--- config.mk ---
export PLATFORM = sky130hd
export DESIGN_NAME = checksum_unit
export DESIGN_NICKNAME = d
export VERILOG_FILES = /design/src/hw/checksum_unit.sv
export SDC_FILE = /design/constraint.sdc
export NUM_CORES = 1
export LEC_CHECK = 0
export ABC_AREA = 0
export BUFFER_PORTS_ARGS = -buffer_cell sky130_fd_sc_hd__buf_2
export CAP_MARGIN = 20
export CELL_PAD_IN_SITES_DETAIL_PLACEMENT = 0
export CELL_PAD_IN_SITES_GLOBAL_PLACEMENT = 1
export CORE_ASPECT_RATIO = 0.8
export CORE_MARGIN = 10
export CORE_UTILIZATION = 37
export DETAILED_ROUTE_END_ITERATION = 16
export HOLD_SLACK_MARGIN = 0.03
export PLACE_DENSITY = 0.75
export SLEW_MARGIN = 20
export SYNTH_ARGS = -nofsm -noshare
export SYNTH_HDL_FRONTEND = slang
export SYNTH_SLANG_ARGS = --single-unit
--- constraint.sdc ---
create_clock -name clk -period 2.75 [get_ports clk]
set_clock_uncertainty 0.15 [all_clocks]
set_input_delay 0.275 -clock clk [delete_from_list [all_inputs] [get_ports clk]]
set_output_delay 0.275 -clock clk [all_outputs]
set_load 0.02 [all_outputs]
--- src/hw/checksum_unit.sv ---
/*
 * Wrapping sum over a stream of SRAM read words.
 * Take flag is delayed one cycle to meet the read latency.
 */
`timescale 1ns/1ns

module checksum_unit #(
	parameter int WIDTH = 32
) (
	input  logic             clk,
	input  logic             arst_n,
	input  logic             sum_clear, // pulse at command start.
	input  logic             sum_take,  // an address went out this cycle.
	input  logic [WIDTH-1:0] rdata,     // SRAM read port.
	output logic [WIDTH-1:0] sum
);

	logic take_q; // rdata now holds the word for last cycle's address.

	always_ff @(posedge clk or negedge arst_n) begin
		if (!arst_n) begin
			take_q <= 1'b0;
		end else begin
			take_q <= sum_take;
		end
	end

	// one word in flight while the next address is presented.
	always_ff @(posedge clk or negedge arst_n) begin
		if (!arst_n) begin
			sum <= '0;
		end else if (sum_clear) begin
			sum <= '0;
		end else if (take_q) begin
			sum <= sum + rdata; // modulo 2^WIDTH.
		end
	end

endmodule

==> metrics, run 1 <==
status finished, violations left; failing checks setup timing; area of the die 0.0122 mm²; Final min period 3.15 ns; fraction of registers with async set/reset 1.00; Synth Instances 344; Worst-path clk slew 0.07 ns; WP data required 2.78 ns; CP peak stage delay 0.53 ns; Max Cap Viol 0; Buf/Inv on CP 1; CTS tree yes; row cnt 29; Clk Latency, worst-skew pair 0.29 ns; Min-Delay Path Class in2reg; core area 0.00795 mm²; critical path class reg2reg; flops & latches, synth 33; largest net degree at the start of global routing 35; CTS Buffer Depth 2; final worst-path cycle share 1.15; first-pass GRT wire length 16200 µm; PortBufs 67; CP Launch Type flop; register area share after synthesis 0.274; Die Ht 101 µm; post-synthesis compound-gate area fraction 0.275; Ant. Diodes 0; r2r worst-path depth 12; mean routed wirelength per cell 16.5 µm; number of distinct library cells after synthesis 60; Vias/cell 5.31; worst vdd ir 0.261 mV; total track usage 0.159; commonest non-fill, non-tap cell in the layout buf_4; Crit path max-delay family compound AO/OA/AOI/OAI gates; critical path's slowest cell or4b_4; H-tree depth 2; Final nets 555; CTS Root Cell clkbuf_8; Final Hold Viols 0; Simple-Gate Fraction of Synth Area 0.169; final wirelength 9860 µm; DRC 0; largest family of logic cells by synthesized area compound AO/OA/AOI/OAI gates; Hold Crit Start rdata[0]; post-synthesis net count 412; Cell Area, Placed 0.00402 mm²; P_leak 2.29 nW; final setup margin -0.404 ns; Final setup viols 9; synth warn 0; share of layout cells above drive strength 1 0.451; Reg-to-Reg End sum[28]; FMAX 0.317 GHz; Post-synth EDFFs 0; XOR/XNOR Fraction of Synth Area 0.0669; initial antenna violation count 0; CP Capture Type flop; mux cell area share after synthesis 0.0465; GPL Wtd Cong 0.873; Worst EP arrival 3.18 ns; DRT Pass-1 Iters 4; vias in the first global route 3305; dpl hpwl 7350 µm; critical path cell sequence ha_4 > inv_2 > fa_2 > nor2b_4 > o311ai_4 > a21oi_2 > or4b_4 > a221o_2 > a31oi_4 > a21oi_2 > xnor2_1 > a22o_2; Max Slew Vio Count 0; reg2reg setup slack -0.40 ns; TritonCTS Buffers 5; Slew HR 0.459; Crit Path Max Fanout 3; DP Worst Slack -0.467 ns; Most Frequent Cell on Critical Path a21oi_2; fin area 0.00454 mm²; fin util 0.572; RSZ-0062 raised after global routing yes; most frequent cells in the layout buf_4, buf_2, nor2_1; top_reg_cell synth dfrtp_1; 1st-iter DRT viols 172; Fin Hold WS 0.233 ns; Pwr Density 582 mW/mm²; initial core utilization 0.379; RR Startpoint sum[0]; Syn Area/Cell 8.76 µm²; Adder-Cell Fraction of Synth Area 0.135; Hold Crit Depth 4; P&R area growth vs syn 50.8%; hold path endpoint sum[0]; total number of vias 3164; clock sink total 33; total power 2.65 mW; grt total ovfl 0; Post-Syn Area 0.00301 mm²; Die X 121 µm; slew at the pin closest to its max-slew limit 0.812 ns; I/O Pins 68; Fillers 709; Routed Antenna Nets 0
-- layer usage --
metal / share of wire / global-route usage
met5: 0 / 0
met4: 0.0085 / 0.0389
met3: 0.051 / 0.0319
met2: 0.46 / 0.255
met1: 0.48 / 0.213
-- state kept, by name, indices dropped and copies added (netlist names) --
register	cells
sum	32
take_q	1
-- final cells by class --
cell class | count | area [µm²] | share of cell area
multi-input combinational | 288 | 2450 | 0.539
timing repair buffer | 150 | 993 | 0.219
sequential | 33 | 831 | 0.183
tap | 108 | 135 | 0.0297
clock buffer | 7 | 96.3 | 0.0212
inverter | 9 | 33.8 | 0.00744
clock inverter | 1 | 5.00 | 0.00110
-- cell usage after synthesis (4+ instances only) --
library cell	n	area, µm²
nor2_1	44	165
dfrtp_1	33	826
ha_1	31	388
a21oi_1	28	140
a21o_1	19	143
xnor2_1	17	149
nand2_1	15	56.3
mux2i_1	14	140
nand3_1	12	60.1
o21ai_0	11	55.1
clkbuf_1	10	37.5
a211oi_1	9	67.6
inv_1	9	33.8
xor2_1	6	52.6
a22o_1	5	43.8
nand4_1	5	31.3
o211ai_1	5	37.5
and3_1	4	25.0
o21a_1	4	30.0
-- per-stage QoR --
| stage | instances | setup TNS (ns) |
|---|---|---|
| floorplan | 344 | -1.01 |
| global placement | 571 | -2.27 |
| detailed placement | 571 | -2.66 |
| CTS | 591 | -2.20 |
| global route | 596 | -3.57 |
| finish | 596 | -2.14 |
-- repair_timing --
item	4_1_cts	5_1_grt
buffers inserted	10	6
setup endpoints to repair	14	18
hold buffers	2	0
pin swaps	23	28
endpoints found under the hold margin	34	0
gates resized for setup	23	35
-- how the worst max path moves through the flow --
stage / startpoint / to / slack, ns / cells past startpoint
final: sum[0] / sum[28] / -0.40 / 12
after global routing: sum[0] / sum[28] / -0.49 / 12
after CTS: sum[0] / sum[28] / -0.39 / 12
after detailed placement: sum[0] / sum[28] / -0.47 / 12
after global placement: sum[0] / sum[28] / -0.38 / 12
after floorplan: sum[0] / sum[28] / -0.34 / 12
-- kinds of logic after synthesis --
| kind of cell | count (synthesis) |
|---|---|
| DFF | 33 |
| muxes | 14 |
| xor gates and xnor gates | 23 |
| buffers and inverters | 23 |
| and+or+nand+nor | 105 |
| AOI/OAI and AO/OA | 114 |
| adders and majority gates | 32 |
-- worst reg2reg max path, delay by kind of cell (launching register included) --
| kind | cells | cell delay [ns] |
|---|---|---|
| flip-flops | 1 | 0.42 |
| AO/OA/AOI/OAI | 6 | 1.33 |
| AND/OR/NAND/NOR | 2 | 0.59 |
| adder cells (fa/ha/maj) | 2 | 0.38 |
| buffers and inverters | 1 | 0.05 |
| XOR/XNOR | 1 | 0.13 |
-- power breakdown --
group          switching (mW)  internal, mW  total (mW)
clock                   0.200         0.227       0.426
sequential             0.0690         0.564       0.633
combinational           0.820         0.766        1.59
total                    1.09          1.56        2.65
(Power assumes the default switching activity.)
==> run 2, diff against run 1 <==
- SETUP_SLACK_MARGIN: default -> 0.15
==> run 2 against run 1 <==
The run still ends with setup timing left. Die area unchanged. Final cell count shrank 0.50%. Utilization shrank 0.63 points. Global-route usage decreased by 0.44 points. Power up 0.87%. Fmax grew 2.3%. Sequential power about the same. Via count fell by 2.5%. Non-clock buffer count fell by 3. Largest power group unchanged. Hold slack lost 0.080 ns. Routed wire length decreased by 4.9%. First-iteration DRC count fell by 19%. Largest cell class unchanged.
==> metrics, run 2 (synthesized netlist as in run 1, its figures left out) <==
status finished, violations left (unchanged); failing checks setup timing (unchanged); Pwr Density 594 mW/mm² (was 582 mW/mm²); CTS tree yes (unchanged); Hold Crit Start sum_clear (was rdata[0]); Crit Path Max Fanout 3 (unchanged); final setup margin -0.334 ns (was -0.404 ns); RR Startpoint sum[0] (unchanged); CTS Root Cell clkbuf_8 (unchanged); total number of vias 3086 (was 3164); DRT Pass-1 Iters 4 (unchanged); fin util 0.565 (was 0.572); Max Slew Vio Count 0 (unchanged); CTS Buffer Depth 2 (unchanged); Clk pwr share 0.184 (was 0.161); grt total ovfl 0 (unchanged); Cell Int Power 1.62 mW (was 1.56 mW); commonest non-fill, non-tap cell in the layout buf_4 (unchanged); CP Launch Type flop (unchanged); Vias/cell 5.20 (was 5.31); most frequent cells in the layout buf_4, buf_2, nor2_1 (unchanged); Die X 121 µm (unchanged); Seq pwr share 0.237 (was 0.239); largest net degree at the start of global routing 34 (was 35); first-pass GRT wire length 15700 µm (was 16200 µm); initial core utilization 0.379 (unchanged); Inst Count DP 570 (was 571); initial antenna violation count 0 (unchanged); storage element area 832 µm² (was 831 µm²); vias in the first global route 3220 (was 3305); fin area 0.00449 mm² (was 0.00454 mm²); biggest regs sum (32), take_q (1) (unchanged); GR peak layer met2 (unchanged); WP data required 2.78 ns (about the same); Critical path origin sum[0] (unchanged); Most Frequent Cell on Critical Path a21oi_2 (unchanged); P_leak 2.26 nW (was 2.29 nW); Slew HR 0.463 (was 0.459); Final Non-Filler Cells 593 (was 596); met3 GRT Util 0.0370 (was 0.0319); Ant. Diodes 0 (unchanged); total power 2.67 mW (was 2.65 mW); clock sink total 33 (unchanged); Psw 1.05 mW (was 1.09 mW); 1st-iter DRT viols 139 (was 172); Cell Area, Placed 0.00401 mm² (was 0.00402 mm²); grt met1 use 0.213 (about the same); Final nets 552 (was 555); M2 GR Usage 0.243 (was 0.255); final wirelength 9380 µm (was 9860 µm); combinational share of power 0.579 (was 0.600); critical path's slowest cell or4b_4 (unchanged); CP Capture Type flop (unchanged); core area 0.00795 mm² (unchanged); DP Worst Slack -0.473 ns (was -0.467 ns); Min-Delay Path Class in2reg (unchanged); Die Ht 101 µm (unchanged); Final Hold Viols 0 (unchanged); Top reg by flops sum (unchanged); Final min period 3.08 ns (was 3.15 ns); Fin Hold WS 0.154 ns (was 0.233 ns); row cnt 29 (unchanged); critical path class reg2reg (unchanged); Fin Setup TNS -1.68 ns (was -2.14 ns); Fillers 733 (was 709); multi-input logic area 0.00240 mm² (was 0.00245 mm²); final worst-path cycle share 1.12 (was 1.15); Clk Latency, worst-skew pair 0.29 ns (about the same); mean routed wirelength per cell 15.8 µm (was 16.5 µm); Worst-path clk slew 0.07 ns (about the same); switching fraction of total power 0.394 (was 0.412); share of layout cells above drive strength 1 0.441 (was 0.451); CP peak stage delay 0.50 ns (was 0.53 ns); slew at the pin closest to its max-slew limit 0.806 ns (was 0.812 ns); PortBufs 67 (unchanged); Routed Antenna Nets 0 (unchanged); H-tree depth 2 (unchanged); number of flip-flops in the largest register 32 (unchanged); worst vdd ir 0.273 mV (was 0.261 mV); Max Cap Viol 0 (unchanged); I/O Pins 68 (unchanged); total track usage 0.155 (was 0.159); dpl hpwl 7170 µm (was 7350 µm); area of the die 0.0122 mm² (unchanged); GPL Wtd Cong 0.864 (was 0.873); RSZ-0062 raised after global routing yes (unchanged); Final setup viols 10 (was 9); FMAX 0.324 GHz (was 0.317 GHz); DRC 0 (unchanged); critical path cell sequence ha_4 > inv_2 > fa_2 > nor2b_2 > o311ai_4 > a21oi_2 > or4b_4 > a221o_2 > a31oi_4 > a21oi_2 > xnor2_1 > a22o_2 (was ha_4 > inv_2 > fa_2 > nor2b_4 > o311ai_4 > a21oi_2 > or4b_4 > a221o_2 > a31oi_4 > a21oi_2 > xnor2_1 > a22o_2); TritonCTS Buffers 5 (unchanged); P&R area growth vs syn 49.1% (was 50.8%); Worst EP arrival 3.11 ns (was 3.18 ns)
## run 2: cell types whose count changed in the layout (fill, tap and decap cells not counted), moves of 2 or more
cell,change
buf_4,-2
ha_1,-3
ha_4,+2
a21oi_4,-3
a21oi_2,+4
a221oi_2,-2
a211oi_2,-3
a211oi_1,+2
buf_6,-2
## run 2: path summary, 6_finish.rpt
kind	to	slack (ns)	cells after the start
hold reg to reg	sum[26]	0.39	1
max in group asynchronous	sum[0]	1.43	2
min in group asynchronous	sum[5]	0.46	2
setup reg to reg	sum[28]	-0.33	12
hold / removal	sum[17]	0.15	2
setup / recovery	sum[28]	-0.33	12
## run 2: power groups by stage
| stage | registers, mW | clock network (mW) | logic [mW] |
|---|---|---|---|
| finish | 0.632 | 0.492 | 1.54 |
| global route | 0.645 | 0.531 | 1.70 |
| CTS | 0.632 | 0.509 | 1.49 |
| detailed placement | 0.637 | 0 | 1.37 |
| global placement | 0.634 | 0 | 1.35 |
| floorplan | 0.732 | 0 | 0.782 |
## run 2: area by class of cell
type / instances / area share
Inverter: 9 / 0.00752
Clock inverter: 1 / 0.00668
Tap cell: 108 / 0.0301
Sequential cell: 33 / 0.185
Clock buffer: 7 / 0.0192
Multi-Input combinational cell: 288 / 0.534
Timing Repair Buffer: 147 / 0.217
## run 2: critical path: cells and delay by family, from the launching register on
kind                       cells  cell delay, ns
AOI/OAI and AO/OA              6            1.28
DFF                            1            0.43
and+or+nand+nor                2            0.56
xor gates and xnor gates       1            0.13
adders and majority gates      2            0.38
buffers and inverters          1            0.05
## run 2: layer usage
layer	share of wire	vias up
met2	0.44	63
met4	0.0065	0
li1	-	1569
met3	0.048	4
met1	0.50	1450
met5	0	-
## run 2: what timing repair did
action | in CTS | in global routing
pin swaps | 35 | 17
hold endpoints to repair | 34 | 0
resized for setup | 29 | 16
setup buffers | 9 | 4
hold buffers | 2 | 0
setup endpoints to repair | 18 | 21
