File: config.mk
export PLATFORM = sky130hd
export DESIGN_NAME = addr_counter
export DESIGN_NICKNAME = d
export VERILOG_FILES = /design/src/hw/addr_counter.sv
export SDC_FILE = /design/constraint.sdc
export NUM_CORES = 1
export LEC_CHECK = 0
export BUFFER_PORTS_ARGS = -buffer_cell sky130_fd_sc_hd__buf_2
export CORE_UTILIZATION = 50
export CTS_CLUSTER_DIAMETER = 150
export DETAILED_ROUTE_END_ITERATION = 8
export GPL_TIMING_DRIVEN = 0
export PLACE_DENSITY = 0.75
export SETUP_SLACK_MARGIN = 0.2
export SYNTH_ARGS = -nofsm -noshare
export SYNTH_HDL_FRONTEND = slang
export SYNTH_SLANG_ARGS = --single-unit
File: constraint.sdc
create_clock -name clk -period 3.2 [get_ports clk]
set_clock_uncertainty 0.05 [all_clocks]
set_input_delay 0.16 -clock clk [delete_from_list [all_inputs] [get_ports clk]]
set_output_delay 0.16 -clock clk [all_outputs]
set_load 0.02 [all_outputs]
File: src/hw/addr_counter.sv
/*
 * Range walker for FILL and CHECKSUM.
 * Produces the current address, the element index and a last flag.
 */
`timescale 1ns/1ns

module addr_counter #(
	parameter int DEPTH = 256,
	localparam int ADDR_WIDTH = $clog2(DEPTH)
) (
	input  logic                  clk,
	input  logic                  arst_n,
	input  logic                  walk_load, // pulse, takes base and count.
	input  logic                  walk_step, // level, one element per cycle.
	input  logic [ADDR_WIDTH-1:0] base,
	input  logic [ADDR_WIDTH:0]   count,     // up to DEPTH elements.
	output logic [ADDR_WIDTH-1:0] addr,
	output logic [ADDR_WIDTH:0]   index,
	output logic                  last
);

	localparam logic [ADDR_WIDTH:0]   CNT_ONE = {{ADDR_WIDTH{1'b0}}, 1'b1};
	localparam logic [ADDR_WIDTH-1:0] ADDR_MAX = ADDR_WIDTH'(DEPTH - 1);

	logic [ADDR_WIDTH:0] remaining; // elements left including the current one.

	always_ff @(posedge clk or negedge arst_n) begin
		if (!arst_n) begin
			addr      <= '0;
			index     <= '0;
			remaining <= '0;
		end else if (walk_load) begin
			addr      <= base;
			index     <= '0;
			remaining <= (count == '0) ? CNT_ONE : count; // zero means one.
		end else if (walk_step && (remaining != '0)) begin
			addr      <= (addr == ADDR_MAX) ? '0 : addr + 1'b1; // wrap at DEPTH.
			index     <= index + 1'b1;
			remaining <= remaining - 1'b1;
		end
	end

	assign last = (remaining == CNT_ONE);

endmodule

==> results.py, run 1 <==
metrics = {
    "pwr": {
        "powerDensity_nw_per_um2": 385.3,
        "total_leakage_power_nw": 0.7775,
        "ir_worst_vdd_mv": 0.2436,
    },
    "placed_design": {
        "dpl.hpwl_mm": 2.695,
        "placed_cell_area_um2": 1774,
        "buffer_ports.inserted": 37,
        "routability_congestion": 0.8040,
    },
    "global_route": {
        "grt_max_degree": 27,
        "global_route.usage.total_pct": 24.82,
        "grt_pass1_vias": 1394,
        "antenna_found_initial": 0,
        "grt.overflow.total": 0,
        "grt_pass1_wl_mm": 6.348,
    },
    "critical_path": {
        "crit_arrival_ns": 2.03,
        "r2r-start": "remaining[0]",
        "critical_path.endpoint_type": "primary output",
        "worst_ep_required_time_ns": 2.99,
        "crit_chain": "or4_4 > buf_6 > nor4_1 > and2_1 > buf_2",
        "cp_max_fo": 9,
        "reg2reg_to": "addr[1]",
        "r2r_setup_slack_ns": 1.05,
        "path_depth_of_the_worst_reg2reg_path": 6,
        "timing.setup.critical_path_class": "flop to primary output",
        "worst_path_max_delay_cell": "sky130_fd_sc_hd__or4_4",
        "crit_path_start_kind": "flop",
        "worstSetupStartpoint": "remaining[3]",
        "slowest_delay_ns": 0.54,
    },
    "sta": {
        "fin_crit_sh_pct": 69.84,
        "finalHoldViolations": 0,
        "worst_slew_pin_slew_ns": 0.9762,
        "final_count_of_negative_setup_slack_endpoints": 0,
        "timing.setup.tns_ns": 0,
        "fmaxAchievable_mhz": 447.4,
        "slew_headroom_pct": 34.32,
        "drv_slew": 0,
        "rsz0062_at_grt": "false",
        "final.min_clock_period_ns": 2.235,
    },
    "yosys": {
        "yosysSeqAreaShare_pct": 41.97,
        "ys_seq_elements": 26,
        "post_synth_fa_ha_maj_area_fraction_pct": 4.036,
        "number_of_standard_cells_after_synthesis": 165,
        "synth_area_leaders": "sky130_fd_sc_hd__dfrtp_1 (42%), sky130_fd_sc_hd__nand2_1 (4.6%), sky130_fd_sc_hd__xnor2_1 (4.5%)",
        "synth_top_family_by_area": "simple AND/OR/NAND/NOR gates",
        "synthXorXnorAreaFrac_pct": 5.650,
        "muxShareOfSynthArea_pct": 0.6457,
        "synthesized_area_divided_by_synthesized_cell_count_um2": 9.395,
        "synthesis.nets": 191,
        "count_of_different_cell_masters_after_synthesis": 41,
        "portion_of_synthesized_cell_area_occupied_by_the_leading_cell_type_pct": 41.97,
        "mappedNetlistArea_um2": 1550,
        "yosysWarnings": 0,
        "synth.largest_area_cell": "sky130_fd_sc_hd__dfrtp_1",
        "yosys.area_share.simple_pct": 22.84,
        "post_synthesis_compound_gate_area_fraction_pct": 21.15,
    },
    "floorplanning": {
        "initial_utilization_pct": 54.34,
        "die_height_um": 57.68,
        "placement_rows": 19,
        "floorplan.die_area_um2": 3327,
        "floorplan.io_pins": 39,
        "core_region_area_um2": 2853,
        "fp.dieW_um": 57.68,
    },
    "worst_hold_path": {
        "hold_start": "count[4]",
        "hold_path.class": "input port to flop",
        "hold_depth": 3,
        "hold_path_end": "remaining[4]",
    },
    "routing": {
        "detail-route-antenna-nets": 0,
        "route.final.wire_length_mm": 3.736,
        "drc_violation_count_after_routing": 1,
        "post_drt_wl_per_cell_um": 15.70,
        "avgViaCountPerCell": 6.202,
        "via_count": 1476,
        "detail_route.iter0.violations": 102,
        "firstDrtPassIters": 6,
    },
    "layout": {
        "final_net_count": 235,
        "layout.cell_area.non_filler_um2": 1817,
        "syn2layout_area_growth_pct": 17.19,
        "final_layout_size_suffix_gt1_share_pct": 25.12,
        "diodes_inserted": 0,
    },
    "clock_tree": {
        "root_buffer": "sky130_fd_sc_hd__clkbuf_4",
        "cts_max_path_buffers": 2,
        "cts.repair_timing.setup_buffer_count": 0,
        "ctsHtreeMaxLevel": 1,
        "tritoncts.num_buffers": 3,
        "cts_repair_resize_count": 0,
        "cts.sinks": 26,
        "clock_latency_on_the_worst_skew_pair_ns": 0.32,
        "post_cts_clock_slew_at_the_launch_and_capture_registers_of_the_worst_setup_and_hold_paths_ns": 0.14,
        "cts_tree": "yes",
    },
    "run_status": {
        "failing_checks": "DRC",
        "outcome": "finished with violations",
    },
    "flow_run": {
        "maxCapViolations": 0,
    },
}
-- critical path, delay by kind of cell, from the launching register on --
family                 cells  cell delay, ns
buffers and inverters      2            0.31
AND/OR/NAND/NOR            3            0.95
flip-flops                 1            0.44
-- sequential cells by signal, indices dropped and copies added (netlist names) --
name	flops
index	9
remaining	9
addr	8
-- power by group --
group,internal (W),switching [W]
Clock,0.0000441,0.0000948
Combinational,0.0000687,0.000102
Sequential,0.000355,0.0000352
-- metal layers --
metal / vias up / track usage (%) / part of all wire, %
met1: 708 / 34.16 / 46
li1: 713 / - / -
met4: 0 / 9.864 / 1.3
met5: - / 0 / 0
met2: 51 / 40.53 / 48
met3: 4 / 2.679 / 4.8
-- layout by cell type (no fill, tap or decap), drive strengths merged, types with 2 or more instances in the layout --
cell / count
or4: 5
or4b: 2
o31a: 2
nor4: 6
a21oi: 11
nand2: 19
xor2: 2
o31ai: 2
and2: 2
o21ai: 13
a22oi: 2
nand4: 6
dlygate4sd3: 2
buf: 40
o21a: 2
a31oi: 3
o2111ai: 2
or3: 2
ha: 5
xnor2: 8
nor3: 3
inv: 3
a211oi: 2
clkbuf: 8
o211ai: 4
nor2: 8
dfrtp: 26
o311ai: 2
nand3: 7
-- repair_timing --
item | CTS | global route
endpoints found under the hold margin | 27 | 0
hold buffers | 2 | 0
endpoints found under the setup margin | 0 | 0
-- layout make-up --
| cell class | count | area, µm² |
|---|---|---|
| Multi-Input combinational cell | 128 | 842.1 |
| Sequential cell | 26 | 650.6 |
| Inverter | 3 | 11.26 |
| Buffer | 8 | 46.29 |
| Clock buffer | 3 | 22.52 |
| Tap cell | 31 | 38.79 |
| Timing Repair Buffer | 39 | 205.2 |
| Fill cell | 247 | 1036 |
-- cell families after synthesis --
kind of cell,count (synthesis)
AO/OA/AOI/OAI,48
buffers and inverters,11
adder cells (fa/ha/maj),5
multiplexers,1
flip-flops,26
AND/OR/NAND/NOR,64
XOR/XNOR,10
-- worst max-delay path by stage --
stage | endpoint | slack, ns | cells past startpoint
5_1_grt | last | 0.80 | 5
6_report | last | 0.96 | 5
3_5_place_dp | addr[6] | 1.12 | 7
3_3_place_gp | remaining[0] | 1.13 | 6
2_1_floorplan | remaining[5] | 1.32 | 6
4_1_cts | last | 0.96 | 5
-- cell usage after synthesis, drive strengths merged --
cell type,instances
o211ai,4
clkbuf,5
mux2i,1
or4,5
nor2,8
or2,1
o311ai,2
o21a,2
and2,2
nand3b,1
a31o,1
o31ai,2
a22oi,2
ha,5
or4b,2
a21oi,11
nand2,19
xnor2,8
o41ai,1
nor4,6
nor4b,1
nor3,3
dfrtp,26
or3,2
nand3,7
o2111ai,2
buf,3
and4,1
o31a,2
a31oi,3
xor2,2
a21boi,1
o21ai,13
nand4,6
inv,3
a211oi,2
-- stage by stage --
stage	setup slack (ns)	std cells	power (W)	hold slack [ns]	utilization, %
final	0.9650	238	0.0006999	0.009816	63.68
after global routing	0.7964	238	0.0007360	0.007635	63.68
after CTS	0.9556	238	0.0007044	0.001315	63.68
after detailed placement	1.122	233	0.0005629	0.1488	62.19
after global placement	1.130	233	0.0005562	0.1440	62.19
after floorplan	1.323	165	0.0004995	-0.1856	-
Power figures use the tool's default switching activity.
==> run 2: changes to the inputs <==
--- a/config.mk
+++ b/config.mk
@@ -5,12 +5,13 @@
 export SDC_FILE = /design/constraint.sdc
 export NUM_CORES = 1
 export LEC_CHECK = 0
+export ABC_AREA = 1
 export BUFFER_PORTS_ARGS = -buffer_cell sky130_fd_sc_hd__buf_2
 export CORE_UTILIZATION = 50
 export CTS_CLUSTER_DIAMETER = 150
 export DETAILED_ROUTE_END_ITERATION = 8
 export GPL_TIMING_DRIVEN = 0
-export PLACE_DENSITY = 0.75
+export PLACE_DENSITY = 0.73
 export SETUP_SLACK_MARGIN = 0.2
 export SYNTH_ARGS = -nofsm -noshare
 export SYNTH_HDL_FRONTEND = slang
==> constraint.sdc (replaced) <==
create_clock -name clk -period 2.2 [get_ports clk]
set_clock_uncertainty 0.05 [all_clocks]
set_input_delay 0.11 -clock clk [delete_from_list [all_inputs] [get_ports clk]]
set_output_delay 0.11 -clock clk [all_outputs]
set_load 0.02 [all_outputs]
==> run 2 against run 1 <==
Compared with the run above:
- combinational power grew 110%
- the run now ends clean
- largest cell class unchanged
- design area grew 22%
- area after synthesis grew 22%
- non-clock buffer count grew 2
- sequential cell count is the same
- first-iteration DRC count grew 14%
- routed wire length grew 26%
- synthesized cell count grew 68%
- core utilization grew 0.24 points
- critical path type is now flop to flop
==> results.py, run 2 <==
metrics = {
    "run_status": {
        "outcome": "finished, final reports clean",
    },
    "clock_tree": {
        "tritoncts.num_buffers": 3,
        "cts_max_path_buffers": 2,
        "cts_tree": "yes",
        "cts.repair_timing.setup_buffer_count": 0,
        "root_buffer": "sky130_fd_sc_hd__clkbuf_8",
        "ctsHtreeMaxLevel": 1,
        "cts.sinks": 26,
        "clock_latency_on_the_worst_skew_pair_ns": 0.28,
        "cts_repair_resize_count": 0,
        "post_cts_clock_slew_at_the_launch_and_capture_registers_of_the_worst_setup_and_hold_paths_ns": 0.10,
    },
    "yosys": {
        "yosys_most_used_dff": "sky130_fd_sc_hd__dfrtp_1",
        "mappedNetlistArea_um2": 1893,
        "async_reset_ff_share_pct": 100.0,
        "synth_area_leaders": "sky130_fd_sc_hd__dfrtp_1 (34%), sky130_fd_sc_hd__nand2_1 (20%), sky130_fd_sc_hd__nand3_1 (9.8%)",
        "ys_seq_elements": 26,
        "synth-edff-count": 0,
        "synth.largest_area_cell": "sky130_fd_sc_hd__dfrtp_1",
        "portion_of_synthesized_cell_area_occupied_by_the_leading_cell_type_pct": 34.37,
        "synthesis.nets": 304,
        "synthesized_area_divided_by_synthesized_cell_count_um2": 6.810,
        "yosysWarnings": 0,
        "number_of_standard_cells_after_synthesis": 278,
        "synthMostInstantiatedCell": "sky130_fd_sc_hd__nand2_1",
        "synth.cells.most_frequent": "sky130_fd_sc_hd__nand2_1 (101), sky130_fd_sc_hd__nand3_1 (37), sky130_fd_sc_hd__nor2_1 (31)",
        "count_of_different_cell_masters_after_synthesis": 28,
        "yosysSeqAreaShare_pct": 34.37,
    },
    "routing": {
        "avgViaCountPerCell": 5.273,
        "wl_met2_mm": 2.220,
        "post_drt_wl_per_cell_um": 12.81,
        "route.top_layer_used": "met4",
        "firstDrtPassIters": 4,
        "detail-route-antenna-nets": 0,
        "met1_length_mm": 2.206,
        "met3_length_um": 207,
        "via_count": 1930,
        "drc_violation_count_after_routing": 0,
        "route.final.wire_length_mm": 4.689,
        "detail_route.iter0.violations": 116,
    },
    "global_route": {
        "grt_pass1_vias": 1764,
        "grt_max_degree": 27,
        "antenna_found_initial": 0,
        "grt_pass1_wl_mm": 7.886,
        "grt.overflow.total": 0,
        "global_route.usage.total_pct": 24.88,
    },
    "worst_hold_path": {
        "hold_path.class": "input port to flop",
        "hold_start": "base[3]",
    },
    "critical_path": {
        "timing.setup.critical_path_class": "flop to flop",
        "crit_arrival_ns": 1.89,
        "worstSetupStartpoint": "remaining[0]",
        "critical_path.endpoint_type": "flop",
        "worst_ep_required_time_ns": 2.32,
        "crit_path_start_kind": "flop",
        "r2r-start": "remaining[0]",
        "cp_max_fo": 10,
    },
    "layout": {
        "final_net_count": 347,
        "multi_input_comb_area_um2": 1085,
        "mostFrequentLayoutCells": "sky130_fd_sc_hd__nand2_1 (101), sky130_fd_sc_hd__buf_2 (40), sky130_fd_sc_hd__nand3_1 (37), sky130_fd_sc_hd__nor2_1 (31), sky130_fd_sc_hd__dfrtp_1 (26)",
        "diodes_inserted": 0,
        "final_common_cell": "sky130_fd_sc_hd__nand2_1",
        "syn2layout_area_growth_pct": 17.12,
        "final-instance-count-excl-fill": 366,
        "largest_registers": "index: 9 flops, remaining: 9 flops, addr: 8 flops",
        "final_layout_size_suffix_gt1_share_pct": 20.00,
        "fill_cells": 359,
        "regArea_um2": 650.6,
    },
    "sta": {
        "worst_slew_pin_slew_ns": 0.6072,
        "finalHoldViolations": 0,
        "fin_crit_sh_pct": 80.37,
        "final_count_of_negative_setup_slack_endpoints": 0,
        "fmaxAchievable_mhz": 565.6,
        "final.min_clock_period_ns": 1.768,
        "drv_slew": 0,
        "slew_headroom_pct": 59.52,
        "timing.setup.tns_ns": 0,
        "final.hold.worst_slack_ns": 0.007183,
        "rsz0062_at_grt": "false",
    },
    "floorplanning": {
        "die_height_um": 63.53,
        "core_region_area_um2": 3468,
        "initial_utilization_pct": 54.58,
        "fp.dieW_um": 63.53,
        "floorplan.io_pins": 39,
        "floorplan.die_area_um2": 4036,
        "placement_rows": 21,
    },
    "placed_design": {
        "buffer_ports.inserted": 37,
        "routability_congestion": 0.8424,
        "dpl.hpwl_mm": 3.451,
        "placedCellCount": 361,
    },
    "pwr": {
        "ir_worst_vdd_mv": 0.3064,
        "report.power.total_w": 0.001372,
        "powerDensity_nw_per_um2": 618.9,
        "total_leakage_power_nw": 1.229,
    },
    "flow_run": {
        "maxCapViolations": 0,
    },
}
-- run 2: final cells by class --
type                    instances  area share (%)
multi-input cells             219           48.93
flip-flops and latches         26           29.35
repair buffers                 38           8.804
inverters                      22           3.725
plain buffers                  11           3.386
well taps                      46           2.596
clock buffers                   3           1.862
clock inverters                 1           1.354
-- run 2: per-layer routing --
layer | up-vias | track usage (%)
met5 | - | 0
met4 | 0 | 7.386
met3 | 7 | 1.812
met2 | 58 | 43.09
met1 | 891 | 32.77
li1 | 974 | -
-- run 2: through the flow --
stage	utilization, %	setup slack, ns	area [µm²]
6_report	63.93	0.4320	2217
4_1_cts	63.93	0.4342	2217
2_1_floorplan	-	0.6542	1893
3_5_place_dp	61.58	0.4490	2136
3_3_place_gp	61.58	0.4684	2136
5_1_grt	63.93	0.2957	2217
-- run 2: cell families after synthesis --
kind of cell | count (synthesis) | share of synthesized area (%)
flops | 26 | 34.37
fa+ha+maj | 5 | 3.305
compound gates | 17 | 5.023
xor+xnor | 4 | 1.851
simple gates | 192 | 45.94
mux | 1 | 1.190
buf+inv | 33 | 8.328
-- run 2: worst paths after layout --
kind	endpoint	slack, ns	depth (start not counted)
setup / recovery	addr[3]	0.43	10
hold / removal	addr[3]	0.007	3
setup reg to reg	addr[3]	0.43	10
hold reg to reg	index[8]	0.52	2
max in group asynchronous	index[4]	1.39	2
min in group asynchronous	index[5]	0.31	2
-- run 2: power by group --
group	switching (W)	internal [W]
registers	0.0000688	0.000526
clock network	0.000167	0.000244
logic	0.000233	0.000133
-- run 2: what timing repair did --
item / in CTS / in global routing
hold buffers: 1 / 0
setup endpoints to repair: 0 / 0
endpoints found under the hold margin: 26 / 0
-- run 2: worst max-delay path, stage by stage (launching register included) --
cell and delay [ns]:
sky130_fd_sc_hd__dfrtp_1 0.44, sky130_fd_sc_hd__inv_1 0.18, sky130_fd_sc_hd__ha_1 0.18, sky130_fd_sc_hd__inv_1 0.05
sky130_fd_sc_hd__nor2_1 0.15, sky130_fd_sc_hd__nand4_4 0.11, sky130_fd_sc_hd__nand2_4 0.13, sky130_fd_sc_hd__nand2_4 0.09
sky130_fd_sc_hd__buf_6 0.16, sky130_fd_sc_hd__nand2_2 0.07, sky130_fd_sc_hd__nand3_2 0.05
