### config.mk
export PLATFORM = sky130hd
export DESIGN_NAME = mem_ctrl_flat
export DESIGN_NICKNAME = d
export VERILOG_FILES = /design/src/hw/mem_pkg.sv /design/src/hw/mem_if.sv /design/src/hw/mem_ctrl.sv /design/src/flat_wrapper.sv
export SDC_FILE = /design/constraint.sdc
export NUM_CORES = 1
export LEC_CHECK = 0
export BUFFER_PORTS_ARGS = -buffer_cell sky130_fd_sc_hd__buf_4
export CORE_MARGIN = 1
export CORE_UTILIZATION = 45
export CTS_CLUSTER_SIZE = 28
export DETAILED_ROUTE_END_ITERATION = 12
export GPL_TIMING_DRIVEN = 0
export PLACE_DENSITY = 0.78
export SYNTH_ARGS = -nofsm -noshare
export SYNTH_HDL_FRONTEND = slang
export SYNTH_SLANG_ARGS = --single-unit
### constraint.sdc
create_clock -name clk -period 8.78 [get_ports clk]
set_input_delay 2.634 -clock clk [delete_from_list [all_inputs] [get_ports clk]]
set_output_delay 2.634 -clock clk [all_outputs]
set_load 0.005 [all_outputs]
### src/hw/mem_pkg.sv
/*
 * Shared definitions for the memory engine.
 * mem_op_e      host command opcodes.
 * ctrl_state_e  command FSM states.
 * lanes_of      byte lanes in a data word.
 */
package mem_pkg;

	typedef enum logic [1:0] {
		OP_READ     = 2'd0, // single word read.
		OP_WRITE    = 2'd1, // single word write under byte mask.
		OP_FILL     = 2'd2, // incrementing pattern over a range.
		OP_CHECKSUM = 2'd3  // modular sum over a range.
	} mem_op_e;

	typedef enum logic [2:0] {
		ST_IDLE      = 3'd0,
		ST_READ      = 3'd1, // turnaround before the read address goes out.
		ST_READ_WAIT = 3'd2, // address out, then data back from the SRAM.
		ST_WRITE     = 3'd3,
		ST_FILL      = 3'd4,
		ST_SUM       = 3'd5,
		ST_SUM_DRAIN = 3'd6  // last word still in flight.
	} ctrl_state_e;

	// narrow words still get one lane.
	function automatic int unsigned lanes_of(input int unsigned width);
		return (width < 8) ? 1 : width / 8;
	endfunction

endpackage

### src/hw/mem_if.sv
/*
 * SRAM port bundle between the controller and the memory.
 * ctrl modport drives address, data and lane enables.
 * mem modport returns the registered read word.
 */
`timescale 1ns/1ns

interface mem_if
	import mem_pkg::*;
#(
	parameter int WIDTH = 32,
	parameter int DEPTH = 256
) ();

	localparam int ADDR_WIDTH = $clog2(DEPTH);
	localparam int LANES = lanes_of(WIDTH);

	logic [LANES-1:0]      wen;   // one enable per byte lane.
	logic [ADDR_WIDTH-1:0] addr;  // shared read/write address.
	logic [WIDTH-1:0]      wdata;
	logic [WIDTH-1:0]      rdata; // word at last cycle's addr, pre-write.

	modport ctrl (output wen, addr, wdata, input rdata);
	modport mem (input wen, addr, wdata, output rdata);

endinterface

### src/hw/mem_ctrl.sv
/*
 * Command FSM of the memory engine.
 * Latches a host command, drives the SRAM port, walker and accumulator,
 * and returns done plus the registered READ word.
 */
`timescale 1ns/1ns

module mem_ctrl
	import mem_pkg::*;
#(
	parameter int WIDTH = 32,
	parameter int DEPTH = 256,
	localparam int ADDR_WIDTH = $clog2(DEPTH),
	localparam int LANES = lanes_of(WIDTH)
) (
	input  logic                  clk,
	input  logic                  arst_n,
	input  logic                  start,
	input  mem_op_e               op,
	input  logic [ADDR_WIDTH-1:0] addr,
	input  logic [ADDR_WIDTH:0]   count,
	input  logic [WIDTH-1:0]      wdata,
	input  logic [LANES-1:0]      wmask,
	output logic                  busy,
	output logic                  done,
	output logic [WIDTH-1:0]      rdata,
	output logic                  walk_load,
	output logic                  walk_step,
	output logic [ADDR_WIDTH-1:0] walk_base,
	output logic [ADDR_WIDTH:0]   walk_count,
	input  logic [ADDR_WIDTH-1:0] walk_addr,
	input  logic [ADDR_WIDTH:0]   walk_index,
	input  logic                  walk_last,
	output logic                  sum_clear,
	output logic                  sum_take,
	mem_if.ctrl                   mem
);

	ctrl_state_e state;
	ctrl_state_e state_nxt;

	logic                  accept;    // start taken, only when idle.
	logic                  range_op;  // FILL or CHECKSUM.
	logic                  rd_valid;  // read address went out last cycle.
	logic [ADDR_WIDTH-1:0] cmd_addr;
	logic [WIDTH-1:0]      cmd_wdata; // WRITE word or FILL pattern base.
	logic [LANES-1:0]      cmd_wmask;

	assign accept   = start && (state == ST_IDLE); // start while busy is dropped.
	assign range_op = (op == OP_FILL) || (op == OP_CHECKSUM);

	// walker loads straight from the host fields on the start cycle.
	assign walk_load  = accept && range_op;
	assign walk_base  = addr;
	assign walk_count = count;
	assign walk_step  = (state == ST_FILL) || (state == ST_SUM);

	assign sum_clear = accept && (op == OP_CHECKSUM);
	assign sum_take  = (state == ST_SUM); // one address per cycle.

	assign busy = (state != ST_IDLE);

	always_comb begin
		state_nxt = state;
		case (state)
			ST_IDLE: begin
				if (start) begin
					case (op)
						OP_READ:     state_nxt = ST_READ;
						OP_WRITE:    state_nxt = ST_WRITE;
						OP_FILL:     state_nxt = ST_FILL;
						OP_CHECKSUM: state_nxt = ST_SUM;
						default:     state_nxt = ST_IDLE;
					endcase
				end
			end
			ST_READ:      state_nxt = ST_READ_WAIT;
			ST_READ_WAIT: if (rd_valid) state_nxt = ST_IDLE;  // word is on rdata.
			ST_WRITE:     state_nxt = ST_IDLE;
			ST_FILL:      if (walk_last) state_nxt = ST_IDLE;
			ST_SUM:       if (walk_last) state_nxt = ST_SUM_DRAIN;
			ST_SUM_DRAIN: state_nxt = ST_IDLE;                // accumulator takes last word.
			default:      state_nxt = ST_IDLE;
		endcase
	end

	always_ff @(posedge clk or negedge arst_n) begin
		if (!arst_n) begin
			state    <= ST_IDLE;
			done     <= 1'b0;
			rd_valid <= 1'b0;
		end else begin
			state    <= state_nxt;
			done     <= busy && (state_nxt == ST_IDLE); // one pulse per command.
			rd_valid <= (state == ST_READ_WAIT);
		end
	end

	// command fields, held for the whole command.
	always_ff @(posedge clk) begin
		if (accept) begin
			cmd_addr  <= addr;
			cmd_wdata <= wdata;
			cmd_wmask <= wmask;
		end
	end

	// READ result holds until the next READ completes.
	always_ff @(posedge clk or negedge arst_n) begin
		if (!arst_n) begin
			rdata <= '0;
		end else if ((state == ST_READ_WAIT) && rd_valid) begin
			rdata <= mem.rdata;
		end
	end

	// SRAM port source select.
	always_comb begin
		mem.addr  = cmd_addr;
		mem.wdata = cmd_wdata;
		mem.wen   = '0;
		case (state)
			ST_WRITE: begin
				mem.wen = cmd_wmask;
			end
			ST_FILL: begin
				mem.addr  = walk_addr;
				mem.wdata = cmd_wdata + WIDTH'(walk_index); // pattern plus offset.
				mem.wen   = '1;                             // all lanes.
			end
			ST_SUM: begin
				mem.addr = walk_addr;
			end
			default: begin
				mem.wen = '0; // reads only.
			end
		endcase
	end

endmodule

### src/flat_wrapper.sv
// flat-port wrapper written by rule: the top's interface ports become plain ports
module mem_ctrl_flat import mem_pkg::*;
#(
	parameter int WIDTH = 32,
	parameter int DEPTH = 256,
	localparam int ADDR_WIDTH = $clog2(DEPTH),
	localparam int LANES = lanes_of(WIDTH)
)
  (clk, arst_n, start, op, addr, count, wdata, wmask, busy, done, rdata, walk_load, walk_step, walk_base, walk_count, walk_addr, walk_index, walk_last, sum_clear, sum_take, mem_wen, mem_addr, mem_wdata, mem_rdata);
  mem_if #(.WIDTH(WIDTH), .DEPTH(DEPTH)) mem_i ();
  input  logic clk;
  input  logic arst_n;
  input  logic start;
  input  mem_op_e op;
  input  logic [ADDR_WIDTH-1:0] addr;
  input  logic [ADDR_WIDTH:0] count;
  input  logic [WIDTH-1:0] wdata;
  input  logic [LANES-1:0] wmask;
  output logic busy;
  output logic done;
  output logic [WIDTH-1:0] rdata;
  output logic walk_load;
  output logic walk_step;
  output logic [ADDR_WIDTH-1:0] walk_base;
  output logic [ADDR_WIDTH:0] walk_count;
  input  logic [ADDR_WIDTH-1:0] walk_addr;
  input  logic [ADDR_WIDTH:0] walk_index;
  input  logic walk_last;
  output logic sum_clear;
  output logic sum_take;
  output wire logic [$bits(mem_i.wen)-1:0] mem_wen;
  output wire logic [$bits(mem_i.addr)-1:0] mem_addr;
  output wire logic [$bits(mem_i.wdata)-1:0] mem_wdata;
  input wire logic [$bits(mem_i.rdata)-1:0] mem_rdata;
  assign mem_wen = mem_i.wen;
  assign mem_addr = mem_i.addr;
  assign mem_wdata = mem_i.wdata;
  assign mem_i.rdata = mem_rdata;
  mem_ctrl #(.WIDTH(WIDTH), .DEPTH(DEPTH)) u_core (.clk(clk), .arst_n(arst_n), .start(start), .op(op), .addr(addr), .count(count), .wdata(wdata), .wmask(wmask), .busy(busy), .done(done), .rdata(rdata), .walk_load(walk_load), .walk_step(walk_step), .walk_base(walk_base), .walk_count(walk_count), .walk_addr(walk_addr), .walk_index(walk_index), .walk_last(walk_last), .sum_clear(sum_clear), .sum_take(sum_take), .mem(mem_i));
endmodule
==> impl_metrics.env, run 1 <==
export IMPL_outcome="complete, no violations"
export IMPL_cp_top_family="compound AO/OA/AOI/OAI gates"
export IMPL_die_y_um=95.6
export IMPL_cts_tree="yes"
export IMPL_cts_resized=0
export IMPL_coreArea_sq_um=8340
export IMPL_rsz0062_at_grt="no"
export IMPL_comb_power_share=0.426
export IMPL_grt_pass1_vias=3185
export IMPL_grt_max_degree=38
export IMPL_endpoint_kind="output port"
export IMPL_tightest_slew_ps=615
export IMPL_track_usage=0.221
export IMPL_drv_slew=0
export IMPL_fp_dieArea_sq_um=9150
export IMPL_ys_ff_latch=81
export IMPL_fmax_ghz=0.132
export IMPL_wl_per_cell_um=15.3
export IMPL_p_int_mw=1.12
export IMPL_dr_pass1_iters=6
export IMPL_path_clk_slew_ps=90
export IMPL_path_class="in2out"
export IMPL_io_buffers=197
export IMPL_gp_congestion=0.813
export IMPL_fin_worst_skew_ps=11.6
export IMPL_critPathSlowestCell="a221oi_1"
export IMPL_synth_area_sq_um=3950
export IMPL_cts_hold_buf=0
export IMPL_rows=33
export IMPL_avgSynthCellArea_sq_um=11.8
export IMPL_seqPwrFrac=0.396
export IMPL_drt_iter0_markers=76
export IMPL_hold_viol_final=0
export IMPL_antenna_found_initial=0
export IMPL_setup_viol=0
export IMPL_num_vias=3277
export IMPL_root_buffer="clkbuf_8"
export IMPL_synthTopCellsByCount="55 x nand2_1, 44 x edfxtp_1, 37 x dfrtp_1"
export IMPL_grt_ovfl_total=0
export IMPL_hp_class="reg2reg"
export IMPL_via_per_inst=5.03
export IMPL_cts_buffers=9
export IMPL_sw_frac_of_total=0.329
export IMPL_cts_sinks=81
export IMPL_antenna_left=0
export IMPL_worst_skew_pair_late_latency_ps=360
export IMPL_synth_most_common_cell="nand2_1"
export IMPL_clkPwrFrac=0.178
export IMPL_grt_pass1_wl_mm=15.2
export IMPL_syn_to_final_growth_pct=47.1
export IMPL_crit_path_start_kind="primary input"
export IMPL_max_slew_margin_rel=0.586
export IMPL_drive_above_1_share=0.495
export IMPL_crit_fanout=10
export IMPL_crit_chain="buf_4 > ha_1 > fa_1 > a21o_1 > a221oi_1 > o221ai_1 > buf_2 > nand3_1 > xnor2_1 > buf_4"
export IMPL_synth_edff_count=44
export IMPL_antenna_cells=0
export IMPL_post_cts_buffers=0
export IMPL_die_width_um=95.6
export IMPL_synth_top_area_frac=0.335
export IMPL_dp_hpwl_mm=7.69
export IMPL_max_cap_violations=0
export IMPL_finalWorstSetupSlack_ps=1230
export IMPL_critical_path_buf_inv_count=3
export IMPL_post_synth_main_area_contributors="edfxtp_1 33%, dfrtp_1 23%, mux2_2 9.1%"
export IMPL_total_leakage_power_nw=2.71
export IMPL_postSynthCellCount=333
export IMPL_drt_wl_total_mm=9.95
export IMPL_min_period_ps=7550
export IMPL_nets=660
export IMPL_cp_arrival_ps=4920
export IMPL_route_detailed_drc=0
export IMPL_finalSetupTns_ps=0
export IMPL_max_stage_delay_ps=480
export IMPL_path_common_cell="buf_4"
export IMPL_synth_yosys_warnings=0
export IMPL_synth_fp_nets=451
export IMPL_synthFlopType="edfxtp_1"
export IMPL_synth_top_cell_by_area="edfxtp_1"
export IMPL_yosys_cell_types_count=41
export IMPL_initial_core_util=0.473
export IMPL_fin_crit_sh=0.860
export IMPL_async_flop_share=0.457
export IMPL_power_density_nw_per_um2=289
export IMPL_io_pins=207
export IMPL_required_ps=6150
export IMPL_peakVddDrop_mv=0.168
export IMPL_cts_buffer_depth=2
export IMPL_seq_area_frac_synth=0.570
export IMPL_htree_levels=3
export IMPL_place_ws_ps=1260
export IMPL_switchingPower_uw=552
through the flow:
stage	util	total power, mW	instances	instance area (sq um)	hold WS [ps]
final	0.696	1.68	652	5800	511
after floorplan	-	0.998	333	3950	455
after CTS	0.696	1.69	652	5800	508
after global placement	0.666	1.36	635	5560	471
after global routing	0.696	1.79	652	5800	528
after detailed placement	0.669	1.39	636	5580	484
flip-flops by register name, indices dropped and copies added, names as in the netlist:
name / count
u_core.rdata: 32
u_core.state: 3
u_core.cmd_wdata: 32
u_core.cmd_addr: 8
u_core.rd_valid: 1
u_core.done: 1
u_core.cmd_wmask: 4
metal layers:
metal / vias up / GRT usage / routed length, um
li1: 1578 / - / -
met1: 1527 / 0.253 / 3840
met2: 164 / 0.398 / 5080
met3: 8 / 0.0718 / 950
met4: 0 / 0.0547 / 87
met5: - / 0 / 0
cell families after synthesis:
logic type      synth area share
xor+xnor                  0.0666
simple gates               0.146
mux                       0.0913
buf+inv                   0.0511
fa+ha+maj                 0.0336
flops                      0.570
compound gates            0.0419
final timing paths:
kind                               endpoint  cells after the start       startpoint  slack, ps
min                         u_core.state[1]                      1  u_core.rd_valid        510
max                           mem_wdata[12]                     10    walk_index[0]       1230
max in group asynchronous   u_core.state[2]                      1           arst_n       6230
min reg2reg                 u_core.state[1]                      1  u_core.rd_valid        510
max reg2reg                u_core.rdata[24]                      5  u_core.state[0]       6670
min in group asynchronous   u_core.rdata[9]                      1           arst_n       2220
cell usage in the layout (no fill, tap or decap), types with 2 or more instances in the layout:
cell type / n
buf_1: 3
inv_1: 8
xor2_1: 4
buf_4: 214
ha_1: 9
nor2_1: 13
clkbuf_8: 9
a21o_1: 4
a21oi_1: 6
dfrtp_1: 37
nand3_1: 17
nand2_1: 55
mux2_2: 32
and3_1: 6
and2_1: 2
nand4_1: 11
inv_6: 2
buf_2: 2
o21ai_0: 10
edfxtp_1: 44
xnor2_1: 26
clkbuf_1: 5
cell type report:
cell class	count	area, sq um
Buffer	27	168
Clock buffer	10	149
Clock inverter	6	70.1
Fill cell	647	2540
Inverter	9	33.8
Multi-Input combinational cell	216	1500
Sequential cell	81	2250
Tap cell	105	131
Timing Repair Buffer	198	1500
power by group through the flow:
stage	logic, mW	clock network [mW]	registers (mW)
2_1_floorplan	0.332	0	0.666
3_3_place_gp	0.685	0	0.671
3_5_place_dp	0.719	0	0.670
4_1_cts	0.720	0.307	0.665
5_1_grt	0.783	0.320	0.685
6_report	0.714	0.298	0.664
Note: power is estimated with default switching activity, not from simulation.
==> run 2, diff against run 1 <==
CELL_PAD_IN_SITES_DETAIL_PLACEMENT = 0   (was not set)
CELL_PAD_IN_SITES_GLOBAL_PLACEMENT = 1   (was not set)
CORE_UTILIZATION = 36   (was 45)
PLACE_DENSITY = 0.83   (was 0.78)
==> impl_metrics.env, run 2 (same netlist as run 1, synthesis figures left out) <==
export IMPL_fp_dieArea_sq_um=11400
export IMPL_route_detailed_drc=0
export IMPL_max_slew_margin_rel=0.539
export IMPL_whs_ps=512
export IMPL_report_power_total_mw=1.69
export IMPL_cts_resized=0
export IMPL_r2r_end="u_core.rdata[15]"
export IMPL_grt_pass1_wl_mm=15.6
export IMPL_layout_common_cells="214 x buf_4, 55 x nand2_1, 44 x edfxtp_1"
export IMPL_cts_buffer_depth=2
export IMPL_ff2ff_path_depth=5
export IMPL_final_area_sq_um=5860
export IMPL_post_cts_buffers=0
export IMPL_cp_arrival_ps=4930
export IMPL_io_pins=207
export IMPL_wl_per_cell_um=14.5
export IMPL_crit_fanout=10
export IMPL_antenna_cells=0
export IMPL_dr_pass1_iters=4
export IMPL_r2r_start="u_core.state[0]"
export IMPL_antenna_left=0
export IMPL_fmax_ghz=0.132
export IMPL_worst_skew_pair_late_latency_ps=360
export IMPL_max_stage_delay_ps=470
export IMPL_drive_above_1_share=0.495
export IMPL_syn_to_final_growth_pct=48.6
export IMPL_setup_viol=0
export IMPL_drv_slew=0
export IMPL_power_density_nw_per_um2=288
export IMPL_fin_crit_sh=0.862
export IMPL_cts_sinks=81
export IMPL_cts_tree="yes"
export IMPL_hold_viol_final=0
export IMPL_rows=37
export IMPL_die_width_um=107
export IMPL_cts_hold_buf=0
export IMPL_required_ps=6150
export IMPL_fin_worst_skew_ps=9.41
export IMPL_finalSetupTns_ps=0
export IMPL_track_usage=0.177
export IMPL_critPathSlowestCell="a221oi_1"
export IMPL_path_class="in2out"
export IMPL_cts_buffers=9
export IMPL_drt_wl_total_mm=9.92
export IMPL_layout_commonest_cell="buf_4"
export IMPL_antenna_found_initial=0
export IMPL_outcome="complete, no violations"
export IMPL_grt_max_degree=38
export IMPL_max_cap_violations=0
export IMPL_final_core_util=0.560
export IMPL_crit_end="mem_wdata[12]"
export IMPL_regToRegSetupSlack_ps=6750
export IMPL_hp_class="reg2reg"
export IMPL_coreArea_sq_um=10500
export IMPL_die_y_um=107
export IMPL_via_per_inst=4.69
export IMPL_grt_pass1_vias=3259
export IMPL_crit_path_start_kind="primary input"
export IMPL_endpoint_kind="output port"
export IMPL_io_buffers=197
export IMPL_total_leakage_power_nw=2.72
export IMPL_num_vias=3202
export IMPL_nets=660
export IMPL_path_clk_slew_ps=80
export IMPL_rsz0062_at_grt="no"
export IMPL_peakVddDrop_mv=0.166
export IMPL_reg_top3="u_core.cmd_wdata: 32 flops, u_core.rdata: 32 flops, u_core.cmd_addr: 8 flops"
export IMPL_gp_congestion=0.758
export IMPL_crit_start="walk_index[0]"
export IMPL_initial_core_util=0.377
export IMPL_root_buffer="clkbuf_8"
export IMPL_min_period_ps=7570
export IMPL_drt_iter0_markers=141
export IMPL_placed_area_sq_um=5620
export IMPL_tightest_slew_ps=686
export IMPL_path_common_cell="buf_4"
export IMPL_dp_hpwl_mm=7.84
export IMPL_crit_chain="buf_4 > ha_1 > fa_1 > a21o_1 > a221oi_1 > o221ai_1 > buf_2 > nand3_1 > xnor2_1 > buf_4"
export IMPL_htree_levels=3
export IMPL_grt_ovfl_total=0
==> run 2: cell count changes in the layout (fill, tap and decap cells not counted) <==
cell,delta
clkbuf_16,+1
clkinv_2,-1
inv_6,-1
inv_4,+1
clkbuf_8,+1
inv_8,-1
==> run 2: worst min-delay path by stage <==
stage | startpoint | endpoint | slack, ps | depth (start not counted)
3_3_place_gp | u_core.rd_valid | u_core.state[1] | 470 | 1
6_report | u_core.rdata[1] | u_core.rdata[1] | 510 | 1
3_5_place_dp | u_core.rd_valid | u_core.state[1] | 480 | 1
2_1_floorplan | u_core.rd_valid | u_core.state[1] | 460 | 1
4_1_cts | u_core.rd_valid | u_core.state[1] | 510 | 1
5_1_grt | u_core.rdata[12] | u_core.rdata[12] | 520 | 1
==> run 2: area by class of cell <==
cell class / instances / area [sq um]
clock buffers: 12 / 188
flip-flops and latches: 81 / 2250
fillers: 930 / 4600
inverters: 9 / 33.8
plain buffers: 27 / 168
well taps: 136 / 170
repair buffers: 198 / 1500
multi-input cells: 216 / 1500
clock inverters: 4 / 51.3
==> run 2: stage by stage <==
stage,instances,setup WS (ps)
after global placement,666,1210
after global routing,683,1110
after CTS,683,1190
after detailed placement,667,1210
final,683,1210
after floorplan,333,1750
==> run 2: power breakdown <==
group	internal, mW	switching [mW]	total, mW
registers	0.573	0.0924	0.666
clock network	0.175	0.139	0.314
logic	0.398	0.312	0.710
==> run 2: critical path, delay by kind of cell <==
family / cells / cell delay (ps)
AOI/OAI and AO/OA: 3 / 900
adders and majority gates: 2 / 630
buffers and inverters: 3 / 490
xor gates and xnor gates: 1 / 160
and+or+nand+nor: 1 / 110
==> run 2: per-layer routing <==
layer,vias up,GRT usage,routed length [um]
met4,0,0.0734,142
met5,-,0,0
met3,10,0.0492,797
met2,132,0.305,5020
li1,1578,-,-
met1,1482,0.206,3960
